**config.mk**
```make
export PLATFORM = sky130hd
export DESIGN_NAME = ids_top
export DESIGN_NICKNAME = d
export VERILOG_FILES = /design/src/ids_pkg.sv /design/src/kw_dfa.sv /design/src/stream_table.sv /design/src/stream_rule_ctx.sv /design/src/apb_rule_regs.sv /design/src/ids_top.sv
export SDC_FILE = /design/constraint.sdc
export NUM_CORES = 1
export LEC_CHECK = 0
export ABC_AREA = 1
export BUFFER_PORTS_ARGS = -buffer_cell sky130_fd_sc_hd__buf_2
export CAP_MARGIN = 10
export CORE_ASPECT_RATIO = 1.2
export CORE_MARGIN = 1
export CORE_UTILIZATION = 55
export CTS_BUF_LIST = sky130_fd_sc_hd__clkbuf_4 sky130_fd_sc_hd__clkbuf_8
export CTS_CLUSTER_DIAMETER = 200
export CTS_CLUSTER_SIZE = 28
export DETAILED_ROUTE_END_ITERATION = 10
export PLACE_DENSITY = 0.72
export SYNTH_ARGS = -nofsm -noshare
export SYNTH_HDL_FRONTEND = slang
export SYNTH_SLANG_ARGS = --single-unit
```
**constraint.sdc**
```tcl
create_clock -name clk -period 12.02 [get_ports clk]
set_input_delay 0.601 -clock clk [delete_from_list [all_inputs] [get_ports clk]]
set_output_delay 0.601 -clock clk [all_outputs]
set_load 0.01 [all_outputs]
```
**src/ids_pkg.sv**
```systemverilog
package ids_pkg;

   // Widths that carry a meaning
   typedef logic [5:0]  stream_id_t;
   typedef logic [7:0]  byte_t;
   // Number of keyword characters matched so far (0 to KW_LEN)
   typedef logic [2:0]  dfa_state_t;
   typedef logic [15:0] pkt_count_t;
   typedef logic [7:0]  apb_addr_t;
   typedef logic [31:0] apb_data_t;

   localparam int NUM_RULES   = 2;
   localparam int NUM_STREAMS = 64;
   localparam int KW_LEN      = 4;
   // Bits needed to index one keyword character
   localparam int KW_IDX_W    = $clog2(KW_LEN);

   // One keyword per rule with its first character at index 0
   // Rule 0 is the POP3 USER command and rule 1 is PASS
   localparam byte_t KW_TABLE [NUM_RULES][KW_LEN] = '{
      '{8'h55, 8'h53, 8'h45, 8'h52},
      '{8'h50, 8'h41, 8'h53, 8'h53}
   };

   // APB register map
   // Bit 0 of the control word written as 1 empties the seen-stream table
   localparam apb_addr_t ADDR_CTRL     = 8'h00;
   // Enable bitmap of rule r in a low word at base+8r and a high word at base+8r+4
   localparam apb_addr_t ADDR_EN_BASE  = 8'h10;
   localparam int        EN_RULE_STEP  = 8;
   localparam int        EN_HI_OFFSET  = 4;
   // Packet count of rule r at base+4r is cleared by any write
   localparam apb_addr_t ADDR_CNT_BASE = 8'h30;
   localparam int        CNT_RULE_STEP = 4;

   // Streams covered by one 32-bit enable word
   localparam int EN_WORD_BITS = 32;

endpackage

```
**src/kw_dfa.sv**
```systemverilog
`timescale 1ns/1ns

module kw_dfa #(
   parameter int RULE = 0
) (
   input  logic                clk,
   input  logic                rst_n,
   input  ids_pkg::byte_t      char_in,
   input  logic                char_in_vld,
   input  ids_pkg::dfa_state_t state_in,
   input  logic                state_in_vld,
   output ids_pkg::dfa_state_t state_out,
   output logic                accept_out
);

   import ids_pkg::*;

   // Matched length held between bytes
   dfa_state_t cur_state;
   // State this cycle's byte is applied to
   dfa_state_t eff_state;
   dfa_state_t nxt_state;

   // A restored state replaces the held one before the byte is seen
   assign eff_state = state_in_vld ? state_in : cur_state;

   always_comb
   begin
      nxt_state  = eff_state;
      accept_out = 1'b0;
      if (char_in_vld)
      begin
         if (char_in == KW_TABLE[RULE][eff_state[KW_IDX_W-1:0]])
         begin
            // Last character completes the keyword
            if (eff_state == dfa_state_t'(KW_LEN - 1))
            begin
               accept_out = 1'b1;
               nxt_state  = '0;
            end
            else
            begin
               nxt_state = eff_state + dfa_state_t'(1);
            end
         end
         // Mismatch may still start a new attempt
         else if (char_in == KW_TABLE[RULE][0])
         begin
            nxt_state = dfa_state_t'(1);
         end
         else
         begin
            nxt_state = '0;
         end
      end
   end

   always_ff @(posedge clk)
   begin
      if (!rst_n)
         cur_state <= '0;
      else
         cur_state <= nxt_state;
   end

   // State after this cycle, so an eop cycle saves the final value
   assign state_out = nxt_state;

endmodule

```
**src/stream_table.sv**
```systemverilog
`timescale 1ns/1ns

module stream_table (
   input  logic                clk,
   input  logic                rst_n,
   input  logic                sop,
   input  logic                clear_seen,
   input  ids_pkg::stream_id_t stream_id,
   output logic                load_state,
   output logic                new_stream_id,
   output ids_pkg::stream_id_t cur_stream
);

   import ids_pkg::*;

   // One bit per stream, set once a packet of it has been seen
   logic [NUM_STREAMS-1:0] seen;

   always_ff @(posedge clk)
   begin
      if (!rst_n)
      begin
         seen          <= '0;
         load_state    <= 1'b0;
         new_stream_id <= 1'b0;
         cur_stream    <= '0;
      end
      else
      begin
         // Single-cycle restore request after sop
         load_state <= sop;

         // Emptying the table goes first so a same-cycle sop still registers
         if (clear_seen)
            seen <= '0;

         if (sop)
         begin
            // Held for the whole packet
            cur_stream    <= stream_id;
            new_stream_id <= clear_seen | ~seen[stream_id];
            seen[stream_id] <= 1'b1;
         end
      end
   end

endmodule

```
**src/stream_rule_ctx.sv**
```systemverilog
`timescale 1ns/1ns

module stream_rule_ctx #(
   parameter int RULE = 0
) (
   input  logic                clk,
   input  logic                rst_n,
   input  logic                load_state,
   input  logic                new_stream_id,
   input  logic                eop,
   input  logic                enable,
   input  logic                char_in_vld,
   input  logic                cnt_clear,
   input  ids_pkg::stream_id_t stream_id,
   input  ids_pkg::byte_t      char_in,
   output ids_pkg::pkt_count_t count,
   output logic                fired
);

   import ids_pkg::*;

   // Saved automaton state per stream
   dfa_state_t state_mem [NUM_STREAMS];

   dfa_state_t state_in;
   logic       state_in_vld;
   dfa_state_t state_out;
   logic       accept_out;

   // Set once the keyword is seen in the current packet
   logic       match_flag;

   assign fired = match_flag;

   // Restore one cycle after load_state
   always_ff @(posedge clk)
   begin
      if (!rst_n)
         state_in_vld <= 1'b0;
      else
         state_in_vld <= load_state;
   end

   // New streams start from the idle state
   always_ff @(posedge clk)
   begin
      if (load_state)
         state_in <= new_stream_id ? dfa_state_t'(0) : state_mem[stream_id];
   end

   // Disabled packets leave the saved state untouched
   always_ff @(posedge clk)
   begin
      if (eop && enable)
         state_mem[stream_id] <= state_out;
   end

   always_ff @(posedge clk)
   begin
      if (!rst_n)
      begin
         match_flag <= 1'b0;
         count      <= '0;
      end
      else
      begin
         // Fresh flag for every packet
         if (load_state)
            match_flag <= 1'b0;
         if (accept_out)
            match_flag <= 1'b1;
         // Drop the match when this rule is off for the stream
         if (eop && !enable)
            match_flag <= 1'b0;

         // Clear from APB takes priority over the eop update
         if (cnt_clear)
            count <= '0;
         else if (eop && enable)
            count <= count + pkt_count_t'(match_flag);
      end
   end

   kw_dfa #(
      .RULE (RULE)
   ) u_kw_dfa (
      .clk          (clk),
      .rst_n        (rst_n),
      .char_in      (char_in),
      .char_in_vld  (char_in_vld),
      .state_in     (state_in),
      .state_in_vld (state_in_vld),
      .state_out    (state_out),
      .accept_out   (accept_out)
   );

endmodule

```
**src/apb_rule_regs.sv**
```systemverilog
`timescale 1ns/1ns

module apb_rule_regs (
   input  logic                 clk,
   input  logic                 rst_n,
   input  logic                 psel,
   input  logic                 penable,
   input  logic                 pwrite,
   input  ids_pkg::apb_addr_t   paddr,
   input  ids_pkg::apb_data_t   pwdata,
   output ids_pkg::apb_data_t   prdata,
   output logic                 pready,
   output logic                 pslverr,
   input  ids_pkg::stream_id_t  cur_stream,
   input  ids_pkg::pkt_count_t  count0,
   input  ids_pkg::pkt_count_t  count1,
   output logic                 enable0,
   output logic                 enable1,
   output logic                 cnt_clear0,
   output logic                 cnt_clear1,
   output logic                 clear_seen
);

   import ids_pkg::*;

   // Enable bitmap per rule with bit n for stream n
   logic [NUM_STREAMS-1:0] en_map [NUM_RULES];

   pkt_count_t counts [NUM_RULES];

   logic       setup_ph;
   logic       wr_access;
   logic       addr_hit;
   apb_data_t  rd_data;
   // Per-rule decode of the current address
   logic [NUM_RULES-1:0] hit_en_lo;
   logic [NUM_RULES-1:0] hit_en_hi;
   logic [NUM_RULES-1:0] hit_cnt;

   assign counts[0] = count0;
   assign counts[1] = count1;

   // No wait states
   assign pready = 1'b1;

   assign setup_ph  = psel & ~penable;
   assign wr_access = psel & penable & pwrite;

   // Address decode and read mux
   always_comb
   begin
      addr_hit  = (paddr == ADDR_CTRL);
      rd_data   = '0;
      hit_en_lo = '0;
      hit_en_hi = '0;
      hit_cnt   = '0;
      for (int r = 0; r < NUM_RULES; r++)
      begin
         hit_en_lo[r] = (paddr == apb_addr_t'(ADDR_EN_BASE + EN_RULE_STEP * r));
         hit_en_hi[r] = (paddr == apb_addr_t'(ADDR_EN_BASE + EN_RULE_STEP * r
                                              + EN_HI_OFFSET));
         hit_cnt[r]   = (paddr == apb_addr_t'(ADDR_CNT_BASE + CNT_RULE_STEP * r));
         if (hit_en_lo[r])
            rd_data = en_map[r][EN_WORD_BITS-1:0];
         if (hit_en_hi[r])
            rd_data = en_map[r][NUM_STREAMS-1:EN_WORD_BITS];
         if (hit_cnt[r])
            rd_data = apb_data_t'(counts[r]);
      end
      addr_hit = addr_hit | (|hit_en_lo) | (|hit_en_hi) | (|hit_cnt);
   end

   // Read data and error are captured in setup and held through access
   always_ff @(posedge clk)
   begin
      if (setup_ph && !pwrite)
         prdata <= rd_data;
   end

   always_ff @(posedge clk)
   begin
      if (!rst_n)
         pslverr <= 1'b0;
      else
         pslverr <= setup_ph & ~addr_hit;
   end

   // Enable words are written in the access phase
   always_ff @(posedge clk)
   begin
      if (!rst_n)
      begin
         for (int r = 0; r < NUM_RULES; r++)
            en_map[r] <= '0;
      end
      else if (wr_access)
      begin
         for (int r = 0; r < NUM_RULES; r++)
         begin
            if (hit_en_lo[r])
               en_map[r][EN_WORD_BITS-1:0] <= pwdata;
            if (hit_en_hi[r])
               en_map[r][NUM_STREAMS-1:EN_WORD_BITS] <= pwdata;
         end
      end
   end

   // Clear pulses land on the edge that ends the access phase
   assign cnt_clear0 = wr_access & hit_cnt[0];
   assign cnt_clear1 = wr_access & hit_cnt[1];
   assign clear_seen = wr_access & (paddr == ADDR_CTRL) & pwdata[0];

   // Per-stream enable for the packet in flight
   assign enable0 = en_map[0][cur_stream];
   assign enable1 = en_map[1][cur_stream];

endmodule

```
**src/ids_top.sv**
```systemverilog
`timescale 1ns/1ns

module ids_top (
   input  logic                clk,
   input  logic                rst_n,
   input  logic                sop,
   input  logic                eop,
   input  logic                char_in_vld,
   input  ids_pkg::stream_id_t stream_id,
   input  ids_pkg::byte_t      char_in,
   input  logic                psel,
   input  logic                penable,
   input  logic                pwrite,
   input  ids_pkg::apb_addr_t  paddr,
   input  ids_pkg::apb_data_t  pwdata,
   output ids_pkg::apb_data_t  prdata,
   output logic                pready,
   output logic                pslverr,
   output logic                fired0,
   output logic                fired1
);

   import ids_pkg::*;

   // Packet context from the stream table
   logic       load_state;
   logic       new_stream_id;
   stream_id_t cur_stream;

   // Register block to rule engines
   logic       enable0;
   logic       enable1;
   logic       cnt_clear0;
   logic       cnt_clear1;
   logic       clear_seen;
   pkt_count_t count0;
   pkt_count_t count1;

   stream_table u_stream_table (
      .clk           (clk),
      .rst_n         (rst_n),
      .sop           (sop),
      .clear_seen    (clear_seen),
      .stream_id     (stream_id),
      .load_state    (load_state),
      .new_stream_id (new_stream_id),
      .cur_stream    (cur_stream)
   );

   // Rule 0 counts USER
   stream_rule_ctx #(
      .RULE (0)
   ) u_rule0 (
      .clk           (clk),
      .rst_n         (rst_n),
      .load_state    (load_state),
      .new_stream_id (new_stream_id),
      .eop           (eop),
      .enable        (enable0),
      .char_in_vld   (char_in_vld),
      .cnt_clear     (cnt_clear0),
      .stream_id     (cur_stream),
      .char_in       (char_in),
      .count         (count0),
      .fired         (fired0)
   );

   // Rule 1 counts PASS
   stream_rule_ctx #(
      .RULE (1)
   ) u_rule1 (
      .clk           (clk),
      .rst_n         (rst_n),
      .load_state    (load_state),
      .new_stream_id (new_stream_id),
      .eop           (eop),
      .enable        (enable1),
      .char_in_vld   (char_in_vld),
      .cnt_clear     (cnt_clear1),
      .stream_id     (cur_stream),
      .char_in       (char_in),
      .count         (count1),
      .fired         (fired1)
   );

   apb_rule_regs u_regs (
      .clk        (clk),
      .rst_n      (rst_n),
      .psel       (psel),
      .penable    (penable),
      .pwrite     (pwrite),
      .paddr      (paddr),
      .pwdata     (pwdata),
      .prdata     (prdata),
      .pready     (pready),
      .pslverr    (pslverr),
      .cur_stream (cur_stream),
      .count0     (count0),
      .count1     (count1),
      .enable0    (enable0),
      .enable1    (enable1),
      .cnt_clear0 (cnt_clear0),
      .cnt_clear1 (cnt_clear1),
      .clear_seen (clear_seen)
   );

endmodule

```
### Word-level counts from Yosys, hierarchy flattened

Memories as Yosys holds them, arrays and structs flattened. A register that Yosys moved wholly into a read port is not among the register bits.
Index checks and enable logic that the tools add are counted.

| storage, ports and cells | value |
|---|---|
| register bits | 146 |
| RAM bits | 512 |
| input port bits | 62 |
| output and inout port bits | 36 |
| logic and storage cells | 147 |
| memories kept | 3 |

Memories:

| name | depth | width | read ports | clocked after memory_dff | wr ports | line | source |
|---|---|---|---|---|---|---|---|
| u_rule0.state_mem | 64 | 3 | 1 | 1 | 1 | stream_rule_ctx.sv:23 | `dfa_state_t state_mem [NUM_STREAMS];` |
| u_rule1.state_mem | 64 | 3 | 1 | 1 | 1 | stream_rule_ctx.sv:23 |  |
| u_regs.en_map | 2 | 64 | 2 | 0 | 2 | apb_rule_regs.sv:27 | `logic [NUM_STREAMS-1:0] en_map [NUM_RULES];` |

| operators by class | value |
|---|---|
| $add $sub $neg | 4 |
| magnitude comparators | 5 |
| eq/ne operators | 12 |
| muxes and demuxes | 67 |
| bitwise logic cells | 23 |
| reduce and logical (&&, ||, !) cells | 19 |

Operators with widths:

| operator | number |
|---|---|
| 2-to-1 mux 32 bit | 9 |
| 2-to-1 mux 64 bit | 3 |
| bitwise OR 64 bit | 1 |
| 2-to-1 mux 1 bit | 36 |
| adder 16 x 1 -> 16 bit | 2 |
| binary-select mux 8 bit (select 2 bit) | 2 |
| equality test 8 x 5 -> 1 bit, second input constant | 4 |
| 2-to-1 mux 8 bit | 4 |
| 2-to-1 mux 3 bit | 8 |
| binary-select mux 1 bit (select 6 bit) | 3 |
| equality test 8 x 6 -> 1 bit, second input constant | 2 |
| equality test 8 x 7 -> 1 bit, second input constant | 2 |
| equality test 8 bit | 2 |
| 2-to-1 mux 16 bit | 1 |
| < comparator 6 x 7 -> 1 bit, second input constant | 2 |
| OR reduction 2 bit | 7 |
| AND 1 bit | 8 |
| zero test 8 bit | 1 |
| bitwise OR 1 bit | 8 |
| adder 3 x 1 -> 3 bit, second input constant | 2 |
| demux 1 bit (select 6 bit) | 1 |
| equality test 3 x 2 -> 1 bit, second input constant | 2 |
| greater-or-equal comparator 3 bit, second input constant | 2 |
| greater-or-equal comparator 6 x 1 -> 1 bit, second input constant | 1 |
| other kinds (5) | 17 |

### Depth between registers and ports, before layout

Gate-level depths: netlist of the first run.

| logic depth | value |
|---|---|
| depth in word-level cells | 9 |
| mapped depth | 14 |
| gate-level depth less buffers | 14 |

### Hierarchy

From an unflattened synthesis of the first run, not the netlist that was laid out.

| unflattened totals | value |
|---|---|
| cell total of the unflattened synthesis | 3443 |
| area, all modules | 30925.9 um^2 |

Modules (own cells, without submodules):

| module | times used | cells an instance | area an instance (um^2) | sequential area each (um^2) |
|---|---|---|---|---|
| stream_rule_ctx | 2 | 967 | 9439.1 | 6216.0 |
| apb_rule_regs | 1 | 839 | 7842.5 | 4824.6 |
| stream_table | 1 | 527 | 3443.3 | 1441.4 |
| kw_dfa (u_rule1.u_kw_dfa) | 1 | 70 | 382.9 | 60.1 |
| kw_dfa (u_rule0.u_kw_dfa) | 1 | 73 | 379.1 | 60.1 |

### Worst setup path before layout of the first run

OpenSTA, ideal clock, no wires.

| timing path | value |
|---|---|
| kind | input to register |
| from | in paddr[7] |
| to | mem u_regs.en_map[1][32], enable pin |
| setup time | 0.466 ns |
| arrival | 3.845 ns |
| required time | 11.554 ns |
| setup slack | 7.710 ns |
| stages | 5 |
| buffers on the path | 1 |
| cells stage by stage | or2_1 > nor3b_2 > nand4_1 > clkbuf_1 > o21ai_0 |

RTL lines:

| item | line | source |
|---|---|---|
| start: declaration | ids_top.sv:14 | `input ids_pkg::apb_addr_t paddr,` |
| end: declaration | apb_rule_regs.sv:27 |  |

### Final worst setup path of the first run

| timing path | value |
|---|---|
| from | reg u_stream_table.cur_stream[0] |
| to | mem u_rule1.state_mem[18][1] (netlist name), enable pin |

| on the way | value |
|---|---|
| word-level cells in the longest chain between the ends | 5 |

Ends and longest elaborated chain:

| item | line | source |
|---|---|---|
| start: declaration | stream_table.sv:11 | `output ids_pkg::stream_id_t cur_stream` |
| start signal: assignment | stream_table.sv:40 | `cur_stream <= stream_id;` |
| binary-select mux 1 bit (select 6 bit) | apb_rule_regs.sv:115 | `assign enable1 = en_map[1][cur_stream];` |
| 2-to-1 mux 1 bit (not written as such) | apb_rule_regs.sv:115 |  |
| logical AND 1 bit | stream_rule_ctx.sv:54 | `if (eop && enable)` |
| 2-to-1 mux 1 bit | stream_rule_ctx.sv:54 |  |
| 2-to-1 mux 1 bit (not written as such) | stream_rule_ctx.sv:55 | `state_mem[stream_id] <= state_out;` |
| end: declaration | stream_rule_ctx.sv:23 |  |

Several ways; a longest one is shown, not always the timed one. The select of a mux whose other input is x is not followed.

==> impl_metrics.yaml, run 1 <==
cts:
  clockRootBuffer: "clkbuf_8"
  postCtsSetupBuffers: 0
  htreeDepth: 1
  cts.repair.resized: 0
  cts_inserted_buffers: 27
  clkSlewWorstSetupHoldPaths_ps: 170
  cts.sinks: 664
  cts.hold.buffers_added: 0
  worstSkewPairLatency_ps: 700
  cts_tree: "done"
  ctsLongestPathBuffers: 3
synthesis:
  yosys.area_share.adder_pct: 0.388
  synth-edff-count: 550
  synth_top_family_by_area: "simple AND/OR/NAND/NOR gates"
  synth_ff_type: "edfxtp_1"
  netlist_area_sq_um: 29000
  ys_seq_area_share_pct: 64.8
  synth_top_cell_by_area: "edfxtp_1"
  synthTopCellsByCount: "816 x nand2_1, 550 x edfxtp_1, 225 x inv_1, 176 x a21oi_1"
  muxShareOfSynthArea_pct: 0.0345
  syn_avg_cell_area_sq_um: 10.1
  synth_cells: 2884
  synth_cell_types: 41
  yosys.area_share.simple_pct: 21.5
  async_flop_share_pct: 0
  yosysWarnings: 0
  ys_ff_latch: 664
  synth_nets: 2955
  synth_most_common_cell: "nand2_1"
  synth_compound_area_share_pct: 6.65
  synth_xor_area_share_pct: 0.936
  synthTopCellsByArea: "edfxtp_1 57%, nand2_1 11%, dfxtp_1 7.9%"
  synth_top_area_share_pct: 57.0
die:
  ioPinCount: 98
  start_util_pct: 56.1
  dieArea_sq_um: 53600
  die_w_um: 212
  coreArea_sq_um: 51700
  die-height_um: 254
  fp-row-count: 91
grt:
  track_usage_pct: 28.4
  grt-ovfl-total: 0
  antenna_found_initial: 0
  grt_pass1_wl_um: 117000
  grt_start_max_net_pins: 84
  grt_pass1_vias: 20861
routing:
  via_count: 21608
  drc: 2
  drt-vias-per-instance: 6.00
  ant_nets: 0
  wl_per_cell_um: 21.2
  drt_iter0_drc: 2576
  wirelength_um: 76400
  dr.pass1.iters: 9
power:
  p_comb_share_pct: 8.4
  max-vdd-ir-drop_v: 0.000111
  power.switching_uw: 927
  power_frac_clock_pct: 24.8
  swShare_pct: 24.5
  power.density_nw_per_um2: 124
  p_int_uw: 2860
  p_leak_uw: 0.0114
  power_frac_seq_pct: 66.8
cells_and_area:
  areaGrowthSynthToFinish_pct: 5.33
  layout-drive-gt1-share_pct: 8.23
  final_nets: 2953
  instances_no_fill: 3601
sta:
  slew_headroom_pct: 15.7
  finalHoldViolCount: 0
  setup_viol: 0
  fin_skew_ps: 22.4
  rsz0062_at_grt: "false"
  finalCritPeriodShare_pct: 34.3
  tns_ps: 0
  worst_pin_slew_ps: 1260
  drv_slew: 0
  timing.fmax_mhz: 243
  fin_crit_ps: 4120
worst_setup_path:
  worstPathArrival_ps: 4520
  end_kind: "register"
  r2r-end: "u_rule1.state_mem[18][1]"
  required_ps: 12420
  ff2ff_path_depth: 12
  r2r_slack_ps: 7900
  critPathLaunchType: "register"
  r2r_start: "u_stream_table.cur_stream[0]"
  crit_fanout: 83
  path_class: "register to register"
outcome:
  violations: "DRC"
  outcome: "finished, violations left"
min_path:
  min_to: "u_regs.pslverr"
  holdCritPathClass: "primary input to register"
  hold_depth: 3
  worstHoldStart: "psel"
placement:
  dp_hpwl_um: 47800
  place_inst: 3550
  port_buffers: 96
  routabilityCongestion: 0.921
run:
  cap_violations: 0
[state kept, by name, summed over array words and instances, names as in the netlist]
name and count:
u_stream_table.cur_stream 6, u_rule1.state_mem 192, u_regs.prdata 32, u_rule1.u_kw_dfa.cur_state 3, u_regs.en_map 128, u_rule0.state_mem 192
u_rule0.u_kw_dfa.cur_state 3, u_rule1.count 16, u_stream_table.new_stream_id 1, u_rule0.count 16, u_rule1.state_in_vld 1, u_rule0.fired 1
u_rule1.fired 1, u_rule0.state_in 3, u_stream_table.seen 64, u_stream_table.load_state 1, u_regs.pslverr 1, u_rule1.state_in 3
[through the flow]
| step | hold slack [ps] | setup slack (ps) | util [%] | cell area, sq um | total power (uW) |
|---|---|---|---|---|---|
| 2_1_floorplan | 441 | 7710 | - | 29000 | 2780 |
| 3_3_place_gp | 447 | 8060 | 58.0 | 30000 | 2890 |
| 3_5_place_dp | 454 | 7970 | 58.0 | 30000 | 2890 |
| 4_1_cts | 170 | 7960 | 59.1 | 30500 | 3780 |
| 5_1_grt | 195 | 7690 | 59.1 | 30500 | 3890 |
| 6_report | 194 | 7900 | 59.1 | 30500 | 3790 |
[critical path: stages, from the launching register on]
cell	delay [ps]
dfxtp_2	340
buf_4	350
inv_2	110
buf_4	670
nand2_1	120
nand3_1	160
nand2_1	60
o21ai_0	410
nand2_1	120
nor2_2	180
nand2_4	190
nand2_4	760
nor3_1	220
[worst max-delay path by stage]
| stage | start | cells after the start | to |
|---|---|---|---|
| 2_1_floorplan | paddr[7] | 5 | u_regs.en_map[1][32] |
| 6_report | u_stream_table.cur_stream[0] | 12 | u_rule1.state_mem[18][1] |
| 3_3_place_gp | u_stream_table.cur_stream[0] | 12 | u_rule1.state_mem[22][1] |
| 3_5_place_dp | u_stream_table.cur_stream[0] | 12 | u_rule1.state_mem[44][2] |
| 5_1_grt | u_stream_table.cur_stream[0] | 12 | u_rule1.state_mem[44][2] |
| 4_1_cts | u_stream_table.cur_stream[0] | 12 | u_rule1.state_mem[44][2] |
[logic make-up (layout without fill, tap and decap cells)]
kind of cell | Yosys count | after routing
and+or+nand+nor | 1425 | 1425
other | 1 | 2
buffers and inverters | 404 | 423
xor gates and xnor gates | 31 | 31
adders and majority gates | 9 | 9
muxes | 1 | 1
AOI/OAI and AO/OA | 349 | 349
DFF | 664 | 664
[cells in the final DEF, fill, tap and decap left out, types with 38 or more instances in the layout]
| cell type | synthesis | final |
|---|---|---|
| a21oi_1 | 176 | 176 |
| buf_2 | 47 | 96 |
| buf_4 | 10 | 38 |
| dfxtp_1 | 114 | 113 |
| edfxtp_1 | 550 | 550 |
| inv_1 | 225 | 225 |
| nand2_1 | 816 | 816 |
| nand3_1 | 156 | 155 |
| nand4_1 | 129 | 129 |
| nor2_1 | 126 | 118 |
| nor3_1 | 156 | 156 |
| o21ai_0 | 77 | 73 |
[power by group through the flow]
stage	logic (uW)	clock network (uW)	registers, uW
5_1_grt	342	1020	2530
4_1_cts	313	942	2530
3_3_place_gp	309	0	2580
3_5_place_dp	312	0	2580
2_1_floorplan	208	0	2570
6_report	317	940	2530
[final cells by class]
cell class | count | area (sq um)
well taps | 697 | 872
multi-input cells | 1816 | 8660
clock buffers | 48 | 529
repair buffers | 134 | 766
diodes | 1 | 2.50
fillers | 4369 | 21200
clock inverters | 2 | 16.3
inverters | 239 | 897
flip-flops and latches | 664 | 18800
[routing by layer]
layer	track usage [%]	wire length, um	vias to the layer above
li1	-	-	9923
met1	37.5	29500	10398
met2	48.6	38000	1109
met3	2.36	5780	178
met4	11.3	3140	0
met5	0	0	-
No activity file was read; power rests on OpenSTA's default activity.
==> run 2: changes to the inputs <==
ABC_AREA = 0   (was 1)
PLACE_DENSITY = 0.75   (was 0.72)
clock period = 3.4 ns   (was 12.02 ns; I/O delays follow)
==> run 2 against run 1 <==
Compared with the run above: the flow now finishes without violations; clock skew grew 10 ps; cell count is 20% lower; clock power grew to 3.5 times the previous value; sequential share of layout area is 1.3 points lower; final area increased by 2.3%; critical path type unchanged.
==> impl_metrics.yaml, run 2 <==
die:
  dieArea_sq_um: 52000
  fp-row-count: 90
  start_util_pct: 55.9
  ioPinCount: 98
  coreArea_sq_um: 50300
  die-height_um: 250
  die_w_um: 208
worst_setup_path:
  cp_cell_sequence: "buf_4 -> and3_1 -> buf_12 -> a22oi_1 -> nand4_1 -> o21ai_0 -> mux4_2 -> a21oi_1"
  critPathLaunchType: "register"
  end_kind: "register"
  max_stage_delay_ps: 740
  ff2ff_path_depth: 8
  required_ps: 3950
  crit_fanout: 38
  cp_top_family: "flip-flops"
  r2r-end: "u_rule1.state_in[1]"
  r2r_slack_ps: 170
  critical_path.slowest_cell: "dfxtp_4"
  r2r_start: "u_stream_table.cur_stream[0]"
  path_class: "register to register"
  worstPathArrival_ps: 3770
  path_buf_inv: 2
routing:
  drt_iter0_drc: 2455
  wirelength_um: 76600
  drc: 0
  drt-vias-per-instance: 6.75
  dr.pass1.iters: 9
  wl_per_cell_um: 26.5
  ant_nets: 0
  via_count: 19523
sta:
  fin_skew_ps: 32.5
  slew_headroom_pct: 9.23
  rsz0062_at_grt: "false"
  drv_slew: 0
  fin_crit_ps: 3230
  setup_viol: 0
  timing.fmax_mhz: 310
  finalHoldViolCount: 0
  finalCritPeriodShare_pct: 94.9
  worst_pin_slew_ps: 1350
  tns_ps: 0
cells_and_area:
  multi_input_comb_area_sq_um: 8620
  areaGrowthSynthToFinish_pct: 11.1
  reg.largest.list: "u_rule0.state_mem: 192 flops, u_rule1.state_mem: 192 flops, u_regs.en_map: 128 flops"
  nFillCells: 3614
  final_common_cell: "edfxtp_1"
  layout-drive-gt1-share_pct: 17.9
  final_nets: 2298
  ff_latch_area_sq_um: 18800
  layout_common_cells: "550 x edfxtp_1, 191 x a22oi_1, 180 x nor2_1"
placement:
  port_buffers: 96
  dp_hpwl_um: 49800
  routabilityCongestion: 0.936
grt:
  grt_start_max_net_pins: 68
  track_usage_pct: 29.0
  antenna_found_initial: 3
  grt_pass1_wl_um: 115000
  grt-ovfl-total: 0
  grt_pass1_vias: 18996
synthesis:
  synth_compound_area_share_pct: 12.6
  synthTopCellsByArea: "edfxtp_1 59%, dfxtp_1 8.1%, a22oi_1 5.1%"
  yosys.area_share.adder_pct: 0.400
  synth_top_family_by_area: "compound AO/OA/AOI/OAI gates"
  async_flop_share_pct: 0
  yosysWarnings: 0
  muxShareOfSynthArea_pct: 6.40
  synth_top_cell_by_area: "edfxtp_1"
  ys_seq_area_share_pct: 66.8
  synth_ff_type: "edfxtp_1"
  synthTopCellsByCount: "550 x edfxtp_1, 191 x a22oi_1, 182 x nor2_1, 114 x dfxtp_1, 111 x nor3_1"
  synth_cells: 2056
  synth_nets: 2127
  synth_xor_area_share_pct: 0.467
  yosys.area_share.simple_pct: 10.3
  synth_cell_types: 79
  synth-edff-count: 550
  synth_top_area_share_pct: 58.7
  synth_most_common_cell: "edfxtp_1"
  ys_ff_latch: 664
  netlist_area_sq_um: 28100
  syn_avg_cell_area_sq_um: 13.7
min_path:
  holdCritPathClass: "primary input to register"
  min_to: "u_regs.prdata[21]"
  worstHoldStart: "penable"
  hold_depth: 3
power:
  power.density_nw_per_um2: 430
  max-vdd-ir-drop_v: 0.000446
  p_leak_uw: 0.0104
  power_uw: 13400
cts:
  cts_tree: "done"
  clockRootBuffer: "clkbuf_8"
  cts.sinks: 664
  ctsLongestPathBuffers: 3
  htreeDepth: 1
  worstSkewPairLatency_ps: 700
  clkSlewWorstSetupHoldPaths_ps: 170
  cts_inserted_buffers: 27
  postCtsSetupBuffers: 0
  cts.repair.resized: 0
run:
  cap_violations: 0
outcome:
  outcome: "completed"
[run 2: per-stage QoR]
stage	area, sq um	util [%]	hold WS (ps)	setup WS [ps]	instances
CTS	31200	62.1	5.55	204	2891
finish	31200	62.1	42.7	173	2892
detailed placement	30200	60.0	463	217	2792
global route	31200	62.1	41.4	15.3	2892
global placement	30200	60.0	457	278	2792
floorplan	28200	-	324	28.1	2056
[run 2: cell type report]
cell class | count | share of cell area [%]
flip-flops and latches | 664 | 60.2
inverters | 17 | 0.204
multi-input cells | 1205 | 27.6
clock buffers | 48 | 1.69
well taps | 644 | 2.58
repair buffers | 312 | 7.69
diodes | 1 | 0.00801
clock inverters | 1 | 0.0280
[run 2: tightest hold or removal path: stages]
cell,delay [ps]
buf_2,120
nor3b_2,50
buf_4,200
[run 2: repair_timing]
| action | CTS | global route |
|---|---|---|
| setup endpoints to repair | 0 | 0 |
| hold buffers | 50 | 0 |
| hold endpoints to repair | 162 | 0 |
[run 2: layer usage]
metal | part of all wire [%] | up-vias | track usage (%) | routed length (um)
met4 | 4.2 | 2 | 11.2 | 3230
met3 | 9.5 | 209 | 4.05 | 7290
met2 | 50 | 1243 | 49.7 | 38200
li1 | - | 8409 | - | -
met5 | 0.017 | - | 0 | 13
met1 | 36 | 9660 | 37.5 | 27900
[run 2: how the worst max path moves through the flow]
stage,to,start,cells after the start
after floorplan,u_regs.en_map[1][32],paddr[5],6
after global placement,u_rule1.state_in[0],u_stream_table.cur_stream[0],8
after detailed placement,u_rule1.state_in[1],u_stream_table.cur_stream[0],9
after CTS,u_rule1.state_in[1],u_stream_table.cur_stream[0],8
after global routing,u_rule0.state_in[2],u_stream_table.cur_stream[0],8
final,u_rule1.state_in[1],u_stream_table.cur_stream[0],8
[run 2: cells by family after synthesis]
logic type,count (synthesis)
flops,664
simple gates,567
other cells,1
mux,132
fa+ha+maj,9
compound gates,481
buf+inv,187
xor+xnor,15
[run 2: report_power, final]
| group | leakage [uW] | switching, uW | internal [uW] |
|---|---|---|---|
| registers | 0.00610 | 110 | 8870 |
| logic | 0.00403 | 749 | 442 |
| clock network | 0.000295 | 2280 | 988 |
